`src/verilog/if_stage_pkg.sv`:
```
// Types and constants for an IF stage that fetches only word aligned 32 bit instructions

package if_stage_pkg;

  //////////////////////////////////////////////////////////////////////
  // Vector types
  //////////////////////////////////////////////////////////////////////

  typedef logic [31:0] addr_t;     // Byte address of an instruction
  typedef logic [31:0] instr_t;    // Raw instruction word
  typedef logic [23:0] mtvec_t;    // Trap vector base, bits [31:8]
  typedef logic [4:0]  irq_id_t;   // Vectored interrupt number
  typedef logic [4:0]  reg_idx_t;  // GPR index

  //////////////////////////////////////////////////////////////////////
  // PC source select
  //////////////////////////////////////////////////////////////////////

  // Nine sources, hence 4 bits
  typedef enum logic [3:0] {
    PC_BOOT      = 4'd0,  // Boot address, word aligned
    PC_JUMP      = 4'd1,  // Jump target from ID
    PC_BRANCH    = 4'd2,  // Branch target from EX
    PC_MRET      = 4'd3,  // Return from trap to mepc
    PC_DRET      = 4'd4,  // Return from debug to dpc
    PC_TRAP_EXC  = 4'd5,  // Exception, mtvec base
    PC_TRAP_IRQ  = 4'd6,  // Interrupt, vectored off mtvec
    PC_TRAP_DBG  = 4'd7,  // Debug halt entry
    PC_NMI       = 4'd8   // Non-maskable interrupt
  } pc_mux_e;

  //////////////////////////////////////////////////////////////////////
  // Fetch sequencer
  //////////////////////////////////////////////////////////////////////

  typedef enum logic [1:0] {
    IDLE      = 2'd0,  // Waiting for the first PC set
    WAIT_RESP = 2'd1,  // One request outstanding
    HOLD      = 2'd2   // Instruction held until IF takes it
  } fetch_state_e;

  //////////////////////////////////////////////////////////////////////
  // Encodings
  //////////////////////////////////////////////////////////////////////

  localparam logic [6:0] OPCODE_OP = 7'b0110011;  // R-type ALU op

  // addi x0, x0, 0
  localparam instr_t INSTR_NOP = 32'h0000_0013;

endpackage
```
`src/verilog/dummy_instr_gen.sv`:
```
// dummy_every_i must be non-zero and LFSR_SEED non-zero; only real instructions advance the count
`timescale 1ns/100ps

module dummy_instr_gen #(
  parameter int unsigned DUMMY_CNT_W = 4,
  parameter logic [31:0] LFSR_SEED   = 32'h5A3C_96E1
) (
  input  logic                   clk,
  input  logic                   rst_n,

  input  logic                   dummy_en_i,
  input  logic [DUMMY_CNT_W-1:0] dummy_every_i,  // Real instructions per dummy
  input  logic                   instr_issued_i,  // IF to ID transfer

  output logic                   dummy_insert_o,
  output if_stage_pkg::instr_t   dummy_instr_o,
  output logic                   lfsr_shift_o
);

  import if_stage_pkg::*;

  // x^32 + x^22 + x^2 + x + 1, right shifting Galois form
  localparam logic [31:0]            LFSR_TAPS = 32'h8020_0003;
  localparam logic [DUMMY_CNT_W-1:0] CNT_ONE   = 1;
  localparam reg_idx_t               RD_X0     = '0;

  logic [DUMMY_CNT_W-1:0] cnt_q;
  logic [31:0]            lfsr_q;
  logic [31:0]            lfsr_n;
  logic                   dummy_issued;
  reg_idx_t               rs1;
  reg_idx_t               rs2;
  logic [2:0]             funct3;

  //////////////////////////////////////////////////////////////////////
  // Issue counter
  //////////////////////////////////////////////////////////////////////

  assign dummy_insert_o = dummy_en_i && (cnt_q == dummy_every_i);  // Held until issued
  assign dummy_issued   = instr_issued_i && dummy_insert_o;

  always_ff @(posedge clk, negedge rst_n) begin
    if (!rst_n) begin
      cnt_q <= '0;
    end else if (!dummy_en_i) begin
      cnt_q <= '0;                // Restart cleanly on enable
    end else if (dummy_issued) begin
      cnt_q <= '0;
    end else if (instr_issued_i) begin
      cnt_q <= cnt_q + CNT_ONE;   // One more real instruction
    end
  end

  //////////////////////////////////////////////////////////////////////
  // LFSR
  //////////////////////////////////////////////////////////////////////

  // Feedback into the tap positions when bit 0 falls out
  assign lfsr_n = (lfsr_q >> 1) ^ (lfsr_q[0] ? LFSR_TAPS : 32'h0);

  always_ff @(posedge clk, negedge rst_n) begin
    if (!rst_n) begin
      lfsr_q <= LFSR_SEED;
    end else if (dummy_issued) begin
      lfsr_q <= lfsr_n;
    end
  end

  assign lfsr_shift_o = dummy_issued;  // One shift per dummy

  // Random operands, result goes to x0
  assign funct3 = lfsr_q[2:0];
  assign rs1    = lfsr_q[7:3];
  assign rs2    = lfsr_q[12:8];

  assign dummy_instr_o = {7'b0000000, rs2, rs1, funct3, RD_X0, OPCODE_OP};

  // An all-zero LFSR would lock up
  a_lfsr_nonzero : assert property (
    @(posedge clk) disable iff (!rst_n)
    lfsr_q != 32'h0
  ) else $error("Dummy LFSR reached zero");

endmodule

```
`src/verilog/fetch_unit.sv`:
```
// One outstanding request only; a PC set during a pending request waits out the stale response
`timescale 1ns/100ps

module fetch_unit (
  input  logic                  clk,
  input  logic                  rst_n,

  // PC set from the controller
  input  logic                  pc_set_i,
  input  if_stage_pkg::pc_mux_e pc_mux_i,

  // Target addresses
  input  if_stage_pkg::addr_t   boot_addr_i,
  input  if_stage_pkg::addr_t   jump_target_i,
  input  if_stage_pkg::addr_t   branch_target_i,
  input  if_stage_pkg::addr_t   mepc_i,
  input  if_stage_pkg::addr_t   dpc_i,
  input  if_stage_pkg::addr_t   dm_halt_addr_i,
  input  if_stage_pkg::addr_t   nmi_addr_i,
  input  if_stage_pkg::mtvec_t  mtvec_addr_i,
  input  if_stage_pkg::irq_id_t irq_id_i,

  input  logic                  fetch_ready_i,   // IF takes the held instruction

  // Memory bus
  output logic                  instr_req_o,
  output if_stage_pkg::addr_t   instr_addr_o,
  input  logic                  instr_rvalid_i,
  input  if_stage_pkg::instr_t  instr_rdata_i,

  // Towards the IF/ID pipe
  output logic                  fetch_valid_o,
  output if_stage_pkg::instr_t  fetch_instr_o,
  output if_stage_pkg::addr_t   fetch_pc_o,

  output logic                  csr_mtvec_init_o,
  output logic                  busy_o
);

  import if_stage_pkg::*;

  addr_t        target_addr;           // Selected PC set target
  fetch_state_e state_q, state_n;
  addr_t        addr_q, addr_n;        // Request address, later PC of the held word
  logic         req_q, req_n;          // Registered request pulse
  logic         discard_q, discard_n;  // Outstanding response is stale
  logic         load_instr;
  instr_t       instr_q;

  //////////////////////////////////////////////////////////////////////
  // Target address selection
  //////////////////////////////////////////////////////////////////////

  always_comb begin
    unique case (pc_mux_i)
      PC_BOOT:     target_addr = {boot_addr_i[31:2], 2'b00};
      PC_JUMP:     target_addr = jump_target_i;
      PC_BRANCH:   target_addr = branch_target_i;
      PC_MRET:     target_addr = mepc_i;           // Back to the trapped instruction
      PC_DRET:     target_addr = dpc_i;
      PC_TRAP_EXC: target_addr = {mtvec_addr_i, 8'h00};  // Common exception entry
      PC_TRAP_IRQ: target_addr = {mtvec_addr_i, 1'b0, irq_id_i, 2'b00};  // Vectored
      PC_TRAP_DBG: target_addr = {dm_halt_addr_i[31:2], 2'b00};
      PC_NMI:      target_addr = {nmi_addr_i[31:2], 2'b00};
      default:     target_addr = {boot_addr_i[31:2], 2'b00};  // Unused encodings
    endcase
  end

  // Let the CSR file set up mtvec on boot
  assign csr_mtvec_init_o = pc_set_i && (pc_mux_i == PC_BOOT);

  //////////////////////////////////////////////////////////////////////
  // Fetch sequencer
  //////////////////////////////////////////////////////////////////////

  always_comb begin
    state_n    = state_q;
    addr_n     = addr_q;
    req_n      = 1'b0;
    discard_n  = discard_q;
    load_instr = 1'b0;

    if (pc_set_i) begin
      addr_n = target_addr;
      if ((state_q == WAIT_RESP) && !instr_rvalid_i) begin
        discard_n = 1'b1;  // Old response still in flight
      end else begin
        // Nothing pending, or the pending word arrives now and is dropped
        req_n     = 1'b1;
        state_n   = WAIT_RESP;
        discard_n = 1'b0;
      end
    end else begin
      unique case (state_q)
        IDLE: begin
          state_n = IDLE;  // No fetch before the first PC set
        end
        WAIT_RESP: begin
          if (instr_rvalid_i) begin
            if (discard_q) begin
              req_n     = 1'b1;  // Stale word gone, issue the redirected request
              discard_n = 1'b0;
            end else begin
              load_instr = 1'b1;
              state_n    = HOLD;
            end
          end
        end
        HOLD: begin
          if (fetch_ready_i) begin
            addr_n  = addr_q + 32'd4;  // Next sequential word
            req_n   = 1'b1;
            state_n = WAIT_RESP;
          end
        end
        default: state_n = IDLE;
      endcase
    end
  end

  always_ff @(posedge clk, negedge rst_n) begin
    if (!rst_n) begin
      state_q   <= IDLE;
      addr_q    <= '0;
      req_q     <= 1'b0;
      discard_q <= 1'b0;
    end else begin
      state_q   <= state_n;
      addr_q    <= addr_n;
      req_q     <= req_n;
      discard_q <= discard_n;
    end
  end

  // Fetched word
  always_ff @(posedge clk) begin
    if (load_instr) begin
      instr_q <= instr_rdata_i;
    end
  end

  assign instr_req_o   = req_q;
  assign instr_addr_o  = addr_q;
  assign fetch_valid_o = (state_q == HOLD);
  assign fetch_instr_o = instr_q;
  assign fetch_pc_o    = addr_q;    // Unchanged while holding
  assign busy_o        = (state_q == WAIT_RESP);

  // Memory must answer only an outstanding request
  a_rvalid_when_waiting : assert property (
    @(posedge clk) disable iff (!rst_n)
    instr_rvalid_i |-> (state_q == WAIT_RESP)
  ) else $error("instr_rvalid_i without an outstanding request");

endmodule

```
`src/verilog/if_id_pipe.sv`:
```
// Kill and halt both block IF valid; kill also frees the fetch unit while halt holds it
`timescale 1ns/100ps

module if_id_pipe (
  input  logic                 clk,
  input  logic                 rst_n,

  // Controller
  input  logic                 kill_if_i,
  input  logic                 halt_if_i,
  input  logic                 id_ready_i,

  // From the fetch unit
  input  logic                 fetch_valid_i,
  input  if_stage_pkg::instr_t fetch_instr_i,
  input  if_stage_pkg::addr_t  fetch_pc_i,

  // From the dummy generator
  input  logic                 dummy_insert_i,
  input  if_stage_pkg::instr_t dummy_instr_i,

  output logic                 fetch_ready_o,
  output logic                 instr_issued_o,
  output logic                 if_valid_o,

  // IF/ID register
  output logic                 id_instr_valid_o,
  output if_stage_pkg::instr_t id_instr_o,
  output if_stage_pkg::addr_t  id_pc_o,
  output logic                 id_dummy_o
);

  import if_stage_pkg::*;

  logic   transfer;   // IF to ID handover this cycle
  instr_t instr_sel;  // Word entering ID

  //////////////////////////////////////////////////////////////////////
  // IF handshake
  //////////////////////////////////////////////////////////////////////

  // Something to hand over and the stage is neither killed nor halted
  assign if_valid_o = (fetch_valid_i || dummy_insert_i) && !kill_if_i && !halt_if_i;

  // Kill flushes the held word; a pending dummy goes first
  assign fetch_ready_o = kill_if_i || (id_ready_i && !dummy_insert_i && !halt_if_i);

  assign transfer       = if_valid_o && id_ready_i;
  assign instr_issued_o = transfer;  // Counted by the dummy generator

  assign instr_sel = dummy_insert_i ? dummy_instr_i : fetch_instr_i;

  //////////////////////////////////////////////////////////////////////
  // IF/ID register, frozen while ID stalls
  //////////////////////////////////////////////////////////////////////

  always_ff @(posedge clk, negedge rst_n) begin
    if (!rst_n) begin
      id_instr_valid_o <= 1'b0;
      id_instr_o       <= INSTR_NOP;
      id_pc_o          <= '0;
      id_dummy_o       <= 1'b0;
    end else if (transfer) begin
      id_instr_valid_o <= 1'b1;
      id_instr_o       <= instr_sel;
      id_pc_o          <= fetch_pc_i;      // Dummy carries the current fetch PC
      id_dummy_o       <= dummy_insert_i;
    end else if (id_ready_i) begin
      id_instr_valid_o <= 1'b0;  // ID consumed, nothing new
    end
  end

  // ID stall must freeze the whole register
  a_id_stable_on_stall : assert property (
    @(posedge clk) disable iff (!rst_n)
    !id_ready_i |=> $stable({id_instr_valid_o, id_instr_o, id_pc_o, id_dummy_o})
  ) else $error("IF/ID outputs changed while ID was stalled");

endmodule

```
`src/verilog/if_stage.sv`:
```
// Top of the IF stage; no fetch until the first PC set, memory answers each request in order
`timescale 1ns/100ps

module if_stage #(
  parameter int unsigned DUMMY_CNT_W = 4,
  parameter logic [31:0] LFSR_SEED   = 32'h5A3C_96E1
) (
  input  logic                   clk,
  input  logic                   rst_n,

  // Controller
  input  logic                   pc_set_i,
  input  if_stage_pkg::pc_mux_e  pc_mux_i,
  input  logic                   kill_if_i,
  input  logic                   halt_if_i,

  // Target addresses
  input  if_stage_pkg::addr_t    boot_addr_i,
  input  if_stage_pkg::addr_t    jump_target_i,
  input  if_stage_pkg::addr_t    branch_target_i,
  input  if_stage_pkg::addr_t    mepc_i,
  input  if_stage_pkg::addr_t    dpc_i,
  input  if_stage_pkg::addr_t    dm_halt_addr_i,
  input  if_stage_pkg::addr_t    nmi_addr_i,
  input  if_stage_pkg::mtvec_t   mtvec_addr_i,
  input  if_stage_pkg::irq_id_t  irq_id_i,

  // Memory bus
  output logic                   instr_req_o,
  output if_stage_pkg::addr_t    instr_addr_o,
  input  logic                   instr_rvalid_i,
  input  if_stage_pkg::instr_t   instr_rdata_i,

  // IF to ID
  output logic                   if_valid_o,
  input  logic                   id_ready_i,
  output logic                   id_instr_valid_o,
  output if_stage_pkg::instr_t   id_instr_o,
  output if_stage_pkg::addr_t    id_pc_o,
  output logic                   id_dummy_o,

  // Dummy instruction control
  input  logic                   dummy_en_i,
  input  logic [DUMMY_CNT_W-1:0] dummy_every_i,
  output logic                   lfsr_shift_o,

  output logic                   csr_mtvec_init_o,
  output logic                   if_busy_o
);

  import if_stage_pkg::*;

  logic   fetch_valid;   // Fetched word held
  logic   fetch_ready;   // IF takes or flushes it
  instr_t fetch_instr;
  addr_t  fetch_pc;
  logic   dummy_insert;
  instr_t dummy_instr;
  logic   instr_issued;  // IF to ID transfer

  //////////////////////////////////////////////////////////////////////
  // Fetch and dummy generation side by side
  //////////////////////////////////////////////////////////////////////

  fetch_unit u_fetch_unit (
    .clk              (clk),
    .rst_n            (rst_n),
    .pc_set_i         (pc_set_i),
    .pc_mux_i         (pc_mux_i),
    .boot_addr_i      (boot_addr_i),
    .jump_target_i    (jump_target_i),
    .branch_target_i  (branch_target_i),
    .mepc_i           (mepc_i),
    .dpc_i            (dpc_i),
    .dm_halt_addr_i   (dm_halt_addr_i),
    .nmi_addr_i       (nmi_addr_i),
    .mtvec_addr_i     (mtvec_addr_i),
    .irq_id_i         (irq_id_i),
    .fetch_ready_i    (fetch_ready),
    .instr_req_o      (instr_req_o),
    .instr_addr_o     (instr_addr_o),
    .instr_rvalid_i   (instr_rvalid_i),
    .instr_rdata_i    (instr_rdata_i),
    .fetch_valid_o    (fetch_valid),
    .fetch_instr_o    (fetch_instr),
    .fetch_pc_o       (fetch_pc),
    .csr_mtvec_init_o (csr_mtvec_init_o),
    .busy_o           (if_busy_o)
  );

  dummy_instr_gen #(
    .DUMMY_CNT_W (DUMMY_CNT_W),
    .LFSR_SEED   (LFSR_SEED)
  ) u_dummy_instr_gen (
    .clk            (clk),
    .rst_n          (rst_n),
    .dummy_en_i     (dummy_en_i),
    .dummy_every_i  (dummy_every_i),
    .instr_issued_i (instr_issued),
    .dummy_insert_o (dummy_insert),
    .dummy_instr_o  (dummy_instr),
    .lfsr_shift_o   (lfsr_shift_o)
  );

  // Merges both sources into the IF/ID register
  if_id_pipe u_if_id_pipe (
    .clk              (clk),
    .rst_n            (rst_n),
    .kill_if_i        (kill_if_i),
    .halt_if_i        (halt_if_i),
    .id_ready_i       (id_ready_i),
    .fetch_valid_i    (fetch_valid),
    .fetch_instr_i    (fetch_instr),
    .fetch_pc_i       (fetch_pc),
    .dummy_insert_i   (dummy_insert),
    .dummy_instr_i    (dummy_instr),
    .fetch_ready_o    (fetch_ready),
    .instr_issued_o   (instr_issued),
    .if_valid_o       (if_valid_o),
    .id_instr_valid_o (id_instr_valid_o),
    .id_instr_o       (id_instr_o),
    .id_pc_o          (id_pc_o),
    .id_dummy_o       (id_dummy_o)
  );

endmodule

```
`config.mk`:
```
export PLATFORM = sky130hd
export DESIGN_NAME = if_stage
export DESIGN_NICKNAME = d
export VERILOG_FILES = /design/src/verilog/if_stage_pkg.sv /design/src/verilog/dummy_instr_gen.sv /design/src/verilog/fetch_unit.sv /design/src/verilog/if_id_pipe.sv /design/src/verilog/if_stage.sv
export SDC_FILE = /design/constraint.sdc
export NUM_CORES = 1
export LEC_CHECK = 0
export BUFFER_PORTS_ARGS = -buffer_cell sky130_fd_sc_hd__buf_4
export CORE_AREA = 2 2 159 161
export CTS_BUF_LIST = sky130_fd_sc_hd__clkbuf_16
export DETAILED_ROUTE_END_ITERATION = 6
export DIE_AREA = 0 0 161 163
export PLACE_DENSITY = 0.66
export SLEW_MARGIN = 20
export SYNTH_ARGS = -nofsm -noshare
export SYNTH_HDL_FRONTEND = slang
export SYNTH_SLANG_ARGS = --single-unit
```
`constraint.sdc`:
```
create_clock -name clk -period 3.8 [get_ports clk]
set_input_delay 0.38 -clock clk [delete_from_list [all_inputs] [get_ports clk]]
set_output_delay 0.38 -clock clk [all_outputs]
set_load 0.01 [all_outputs]
```
======== After elaboration in Yosys (flattened, before gate mapping) ========
Cells that the tools add are included.
cells by class
  bitwise operators ....................... 1
  add/subtract/negate cells ............... 2
  equality and inequality tests ........... 16
  reductions and logical operators ........ 24
  mux-type cells .......................... 31
operator list
  kind                   number
  $pmux 32 s8            1
  $mux 32                5
  $add 32x3->32 const B  1
  $xor 31x32->32         1
  $eq 4x3->1 const B     4
  $mux 1                 15
  $mux 4                 3
  $mux 2                 5
  $reduce_bool 2->1      5
  $logic_and 1x1->1      9
  $ne 3x3->1 const B     3
  $eq 4x2->1 const B     2
  $add 4x1->4 const B    1
  $eq 4x1->1 const B     1
  $eq 4x4->1             1
  $eq 4x4->1 const B     1
  $logic_not 1->1        4
  $logic_not 4->1        1
  $pmux 2 s2             1
  $reduce_and 2->1       2
  $reduce_and 4->1       1
  $ne 3x1->1 const B     1
  $eq 2x1->1 const B     1
  $eq 2x2->1 const B     1
  other kinds (3)        4
storage, ports and cells
  bits of input ports ..................... 301
  logic and storage cells ................. 85
  register bits after elaboration ......... 170
  output and inout bits ................... 103

======== Longest topological paths before layout ========
  depth in word-level cells ............... 9
  depth in mapped cells ................... 9
  mapped depth without buffers ............ 6

======== By module ========
From an unflattened synthesis, not the netlist that was laid out.
second synthesis, totals
  cells, all modules ...................... 897
  area total of the unflattened synthesis .. 10126.0 sq um
by module, submodules not included
  module           area each (sq um)  cells an instance  sequential area each (sq um)  times used
  fetch_unit       5385.2             579                1861.8                        1
  if_id_pipe       2977.9             183                1655.3                        1
  dummy_instr_gen  1762.9             135                920.9                         1

======== Worst setup path before layout ========
Ideal clock, no wire load.
  kind .................................... input to register
  from .................................... in pc_set_i
  to ...................................... reg u_fetch_unit.instr_q[0], in the netlist u_fetch_unit.fetch_instr_o[0] (enable)
  stages .................................. 3
  setup slack ............................. 0.304 ns
  data required time ...................... 3.339 ns
  path buffers ............................ 2
  library setup time ...................... 0.461 ns
  data arrival time ....................... 3.035 ns
  cell sequence ........................... clkbuf_1 -> clkbuf_1 -> nor3_1
between the ends
  cells in the longest elaborated chain, start to end .. 1
RTL lines
  element                      line               RTL
  from (decl)                  if_stage.sv:12     input logic pc_set_i,
  $mux 1                       fetch_unit.sv:83   if (pc_set_i) begin
  via u_fetch_unit.load_instr  fetch_unit.sv:47   logic load_instr;
  to (signal assigned)         fetch_unit.sv:138  instr_q <= instr_rdata_i;
  to (decl)                    fetch_unit.sv:48   instr_t instr_q;
The timed path passes the listed nets, and every way through them passes these cells.
A chain may end at the register's enable or synchronous reset.

======== Worst setup path in the final report ========
  from .................................... reg u_dummy_instr_gen.cnt_q[0]
  to ...................................... out if_valid_o
between the ends
  cells in the longest elaborated chain, start to end .. 5
RTL lines
  element                          line                   RTL
  from (decl)                      dummy_instr_gen.sv:27  logic [DUMMY_CNT_W-1:0] cnt_q;
  from (signal assigned)           dummy_instr_gen.sv:50  cnt_q <= cnt_q + CNT_ONE;
  $eq 4x4->1                       dummy_instr_gen.sv:39  assign dummy_insert_o = dummy_en_i && (cnt_q == dummy_every_i);
  $logic_and 1x1->1                dummy_instr_gen.sv:39
  $logic_or 1x1->1                 if_id_pipe.sv:43       assign if_valid_o = (fetch_valid_i || dummy_insert_i) && !kill_if_i && !halt_if_i;
  $logic_and 1x1->1 (2 in series)  if_id_pipe.sv:43
  to (decl)                        if_stage.sv:35         output logic if_valid_o,
Every way passes these cells.

==> metrics.yaml <==
status:
  status: "completed"
critical_path:
  max_stage_delay_ps: 430
  cp_cell_instances: "xnor2_1 -> and3_1 -> buf_4 -> a21oi_2 -> buf_4 -> nor3_1 -> buf_4"
  worstSetupStartpointType: "flop"
  critPathCapture: "if_valid_o"
  worst-endpoint-required_ps: 3420
  worst-path-buf-inv: 3
  crit_slowest_cell: "sky130_fd_sc_hd__dfrtp_1"
  r2r.worst_path.cells: 7
  r2r_slack_ps: 1410
  critical_path.endpoint_type: "output pin"
  rr_endpoint: "u_if_id_pipe.id_pc_o[25]$_DFFE_PN0P_"
  arrival_ps: 2400
  worst_r2r_startpoint: "u_dummy_instr_gen.cnt_q[0]$_DFFE_PN0P_"
  startpoint_to_endpoint_class_of_the_critical_path: "reg -> out"
  crit_family: "buffers and inverters"
  worstPathMaxFanout: 36
  setup.worst_path.start: "u_dummy_instr_gen.cnt_q[0]$_DFFE_PN0P_"
  crit_top_cell: "sky130_fd_sc_hd__buf_4"
  worst-path-stages: 7
routing:
  routed_wirelength_normalized_by_instance_count_um: 22.1
  detailroute.via_count: 9275
  drtAntennaViolNets: 0
  wl_mm: 36.6
  met1_length_mm: 14.9
  routed_wire_length_on_met3_mm: 2.89
  routed-wl-met2_mm: 18.2
  pre_antenna_drt_iters: 6
  viasPerCell: 5.60
  top_layer: "met4"
  detail_route.iter0.violations: 597
  number_of_drc_violations_after_detailed_routing: 0
timing:
  postLayoutSetupSlackWorst_ps: 1010
  final-max-slew-violation-count: 0
  tightest_slew_ps: 945
  finalHoldViolations: 0
  setup-tns-final_ps: 0
  hold_slack_ps: 20.0
  fmaxAchievable_mhz: 359
  period_share_pct: 73.3
  timing.final.crit_period_ps: 2790
  rsz0062_at_grt: "no"
  final.setup_skew_ps: 14.5
  slew_headroom_pct: 35.4
  setup_violations: 0
global_route:
  grt_start_max_net_pins: 92
  grt.overflow.total: 0
  first_global_vias: 8998
  grt_first_pass_wirelength_mm: 54.5
  antenna_found_initial: 11
  grt_use_total_pct: 27.4
yosys:
  post_synth_edffs: 32
  synth_cells: 938
  mappedNetlistNets: 1244
  netlist_area_mm2: 0.00994
  synthFlopType: "sky130_fd_sc_hd__dfrtp_1"
  synth_seq_area_share_pct: 44.7
  netlist_top_cells_area: "sky130_fd_sc_hd__dfrtp_1 (30%), sky130_fd_sc_hd__edfxtp_1 (9.7%), sky130_fd_sc_hd__mux2_2 (8.7%)"
  synthDominantAreaCellType: "sky130_fd_sc_hd__dfrtp_1"
  asyncSetResetFlopFracSynth_pct: 81.2
  yosysWarningCount: 0
  yosys.area.top_type_share_pct: 30.0
  ys_types: 83
  ys_ff_latch: 170
  postSynthAreaPerCell_um2: 10.6
placed_design:
  place_hpwl_mm: 28.4
  place_worst_setup_slack_ps: 851
  placed_cell_area_mm2: 0.0132
  place_congestion: 0.964
  io_buffers: 397
finish:
  ff_latch_area_mm2: 0.00444
  post_route_cells_drive_above_1_share_pct: 44.3
  finalInstanceArea_mm2: 0.0138
  multiInputGateArea_mm2: 0.00508
  filler_instances: 2265
  layout_commonest_cell: "sky130_fd_sc_hd__buf_4"
  nets: 1608
  final_cell_mix: "sky130_fd_sc_hd__buf_4 (417), sky130_fd_sc_hd__dfrtp_1 (119), sky130_fd_sc_hd__o21ai_0 (87)"
  area_growth_pct: 38.7
floorplanning:
  io_pins: 404
  die-area_mm2: 0.0262
  core.rowCount: 58
  area_of_the_core_mm2: 0.0247
  initial_core_util_pct: 40.3
  die_y_um: 163
  die_x_um: 161
cts:
  h-tree-depth: 4
  clkSinkCount: 170
  post_cts.resized_instances: 0
  cts_tree: "yes"
  cts-hold-fix-buffers: 0
  postCtsSetupBuffers: 0
  clock_tree.root_cell: "sky130_fd_sc_hd__clkbuf_16"
  clock_path_buffers: 2
  path_clk_slew_ps: 70
  clk-insertion-delay-late_ps: 430
  cts-buffers-inserted: 17
power_and_ir_drop:
  irDropWorstVdd_mv: 0.355
  seqPwrFrac_pct: 41.2
  comb_power_share_pct: 31.4
  pwr-share-clk_pct: 27.4
  netSwitchingPower_mw: 2.02
  static_leak_nw: 6.07
  power_mw: 6.26
  power_switching_share_pct: 32.2
  cellInternalPower_mw: 4.25
  powerDensity_mw_per_mm2: 455
min_path:
  min_delay_path_class: "in -> async"
job:
  max_cap_viol_count: 0
area by class of cell:
cell class                 instances  share of cell area (%)
antenna                           10                   0.182
clock buffer                      17                    3.09
clock inverter                    15                    1.13
inverter                          18                   0.490
multi-input combinational        675                    36.8
sequential                       170                    32.2
tap                              330                    3.00
timing repair buffer             420                    23.1
flip-flops by register name (all words and copies together) (netlist names):
| signal | flops |
|---|---|
| u_fetch_unit.fetch_pc_o | 32 |
| u_fetch_unit.fetch_instr_o | 32 |
| u_if_id_pipe.id_dummy_o | 1 |
| u_fetch_unit.state_q | 2 |
| u_if_id_pipe.id_instr_o | 32 |
| u_dummy_instr_gen.cnt_q | 4 |
| u_fetch_unit.instr_req_o | 1 |
| u_fetch_unit.discard_q | 1 |
| u_dummy_instr_gen.lfsr_q | 32 |
| u_if_id_pipe.id_instr_valid_o | 1 |
| u_if_id_pipe.id_pc_o | 32 |
how the worst min path moves through the flow:
stage | from | end | slack (ps) | cells after the start
after floorplan | rst_n | u_dummy_instr_gen.cnt_q[0]$_DFFE_PN0P_ | 80 | 0
after global placement | u_if_id_pipe.id_instr_o[0]$_DFFE_PN1P_ | u_if_id_pipe.id_instr_o[0]$_DFFE_PN1P_ | 450 | 2
after detailed placement | u_if_id_pipe.id_instr_o[0]$_DFFE_PN1P_ | u_if_id_pipe.id_instr_o[0]$_DFFE_PN1P_ | 450 | 2
after CTS | rst_n | u_if_id_pipe.id_instr_o[23]$_DFFE_PN0P_ | 60 | 1
after global routing | rst_n | u_if_id_pipe.id_instr_o[23]$_DFFE_PN0P_ | 80 | 1
final | rst_n | u_if_id_pipe.id_instr_o[23]$_DFFE_PN0P_ | 20 | 1
stage by stage:
| step | instances | utilization (%) |
|---|---|---|
| finish | 1655 | 55.9 |
| global route | 1653 | 55.8 |
| CTS | 1645 | 55.8 |
| detailed placement | 1613 | 53.4 |
| global placement | 1613 | 53.4 |
| floorplan | 938 | - |
power groups by stage:
stage	registers, mW	logic, mW	clock network [mW]
final	2.58	1.97	1.71
after detailed placement	2.61	1.97	0
after global routing	2.63	2.13	1.82
after global placement	2.59	1.94	0
after CTS	2.58	1.98	1.74
after floorplan	2.72	0.715	0
logic make-up after synthesis:
| kind of cell | Yosys count | synth area share, % |
|---|---|---|
| compound gates | 290 | 20.9 |
| xor+xnor | 27 | 2.38 |
| fa+ha+maj | 5 | 0.630 |
| buf+inv | 93 | 4.76 |
| flops | 170 | 44.7 |
| mux | 131 | 14.4 |
| simple gates | 222 | 12.3 |
per-layer routing:
layer | GRT usage [%] | vias to the layer above
li1 | - | 4324
met1 | 35.2 | 4525
met2 | 45.0 | 386
met3 | 6.93 | 40
met4 | 10.0 | 0
met5 | 0 | -
worst reg2reg max path: stages (launching register included):
cell	delay (ps)
sky130_fd_sc_hd__dfrtp_1	430
sky130_fd_sc_hd__xnor2_1	180
sky130_fd_sc_hd__nand3_2	210
sky130_fd_sc_hd__nor2_2	60
sky130_fd_sc_hd__buf_4	240
sky130_fd_sc_hd__o21ai_4	520
sky130_fd_sc_hd__buf_4	300
sky130_fd_sc_hd__mux2_2	350
synth_stat cells (6+ instances only):
cell and n:
sky130_fd_sc_hd__dfrtp_1 119, sky130_fd_sc_hd__edfxtp_1 32, sky130_fd_sc_hd__dfstp_2 19, sky130_fd_sc_hd__a211oi_1 10
sky130_fd_sc_hd__nor2_1 28, sky130_fd_sc_hd__nand2_1 61, sky130_fd_sc_hd__a21oi_1 53, sky130_fd_sc_hd__nand3_1 35
sky130_fd_sc_hd__buf_6 7, sky130_fd_sc_hd__o2bb2ai_1 14, sky130_fd_sc_hd__a2111oi_0 11, sky130_fd_sc_hd__a31oi_1 9
sky130_fd_sc_hd__and4_1 6, sky130_fd_sc_hd__a22oi_1 18, sky130_fd_sc_hd__buf_2 30, sky130_fd_sc_hd__nand2b_1 12
sky130_fd_sc_hd__clkbuf_1 24, sky130_fd_sc_hd__mux2i_1 46, sky130_fd_sc_hd__nor2b_1 6, sky130_fd_sc_hd__a21boi_0 7
sky130_fd_sc_hd__mux2_2 77, sky130_fd_sc_hd__mux2_1 7, sky130_fd_sc_hd__o21ai_0 87, sky130_fd_sc_hd__nor3_1 6
sky130_fd_sc_hd__and3_1 14, sky130_fd_sc_hd__xnor2_1 24, sky130_fd_sc_hd__nor4_1 8, sky130_fd_sc_hd__buf_4 9
sky130_fd_sc_hd__a221oi_1 10, sky130_fd_sc_hd__nand4_1 12, sky130_fd_sc_hd__inv_1 17
(Power assumes the default switching activity.)
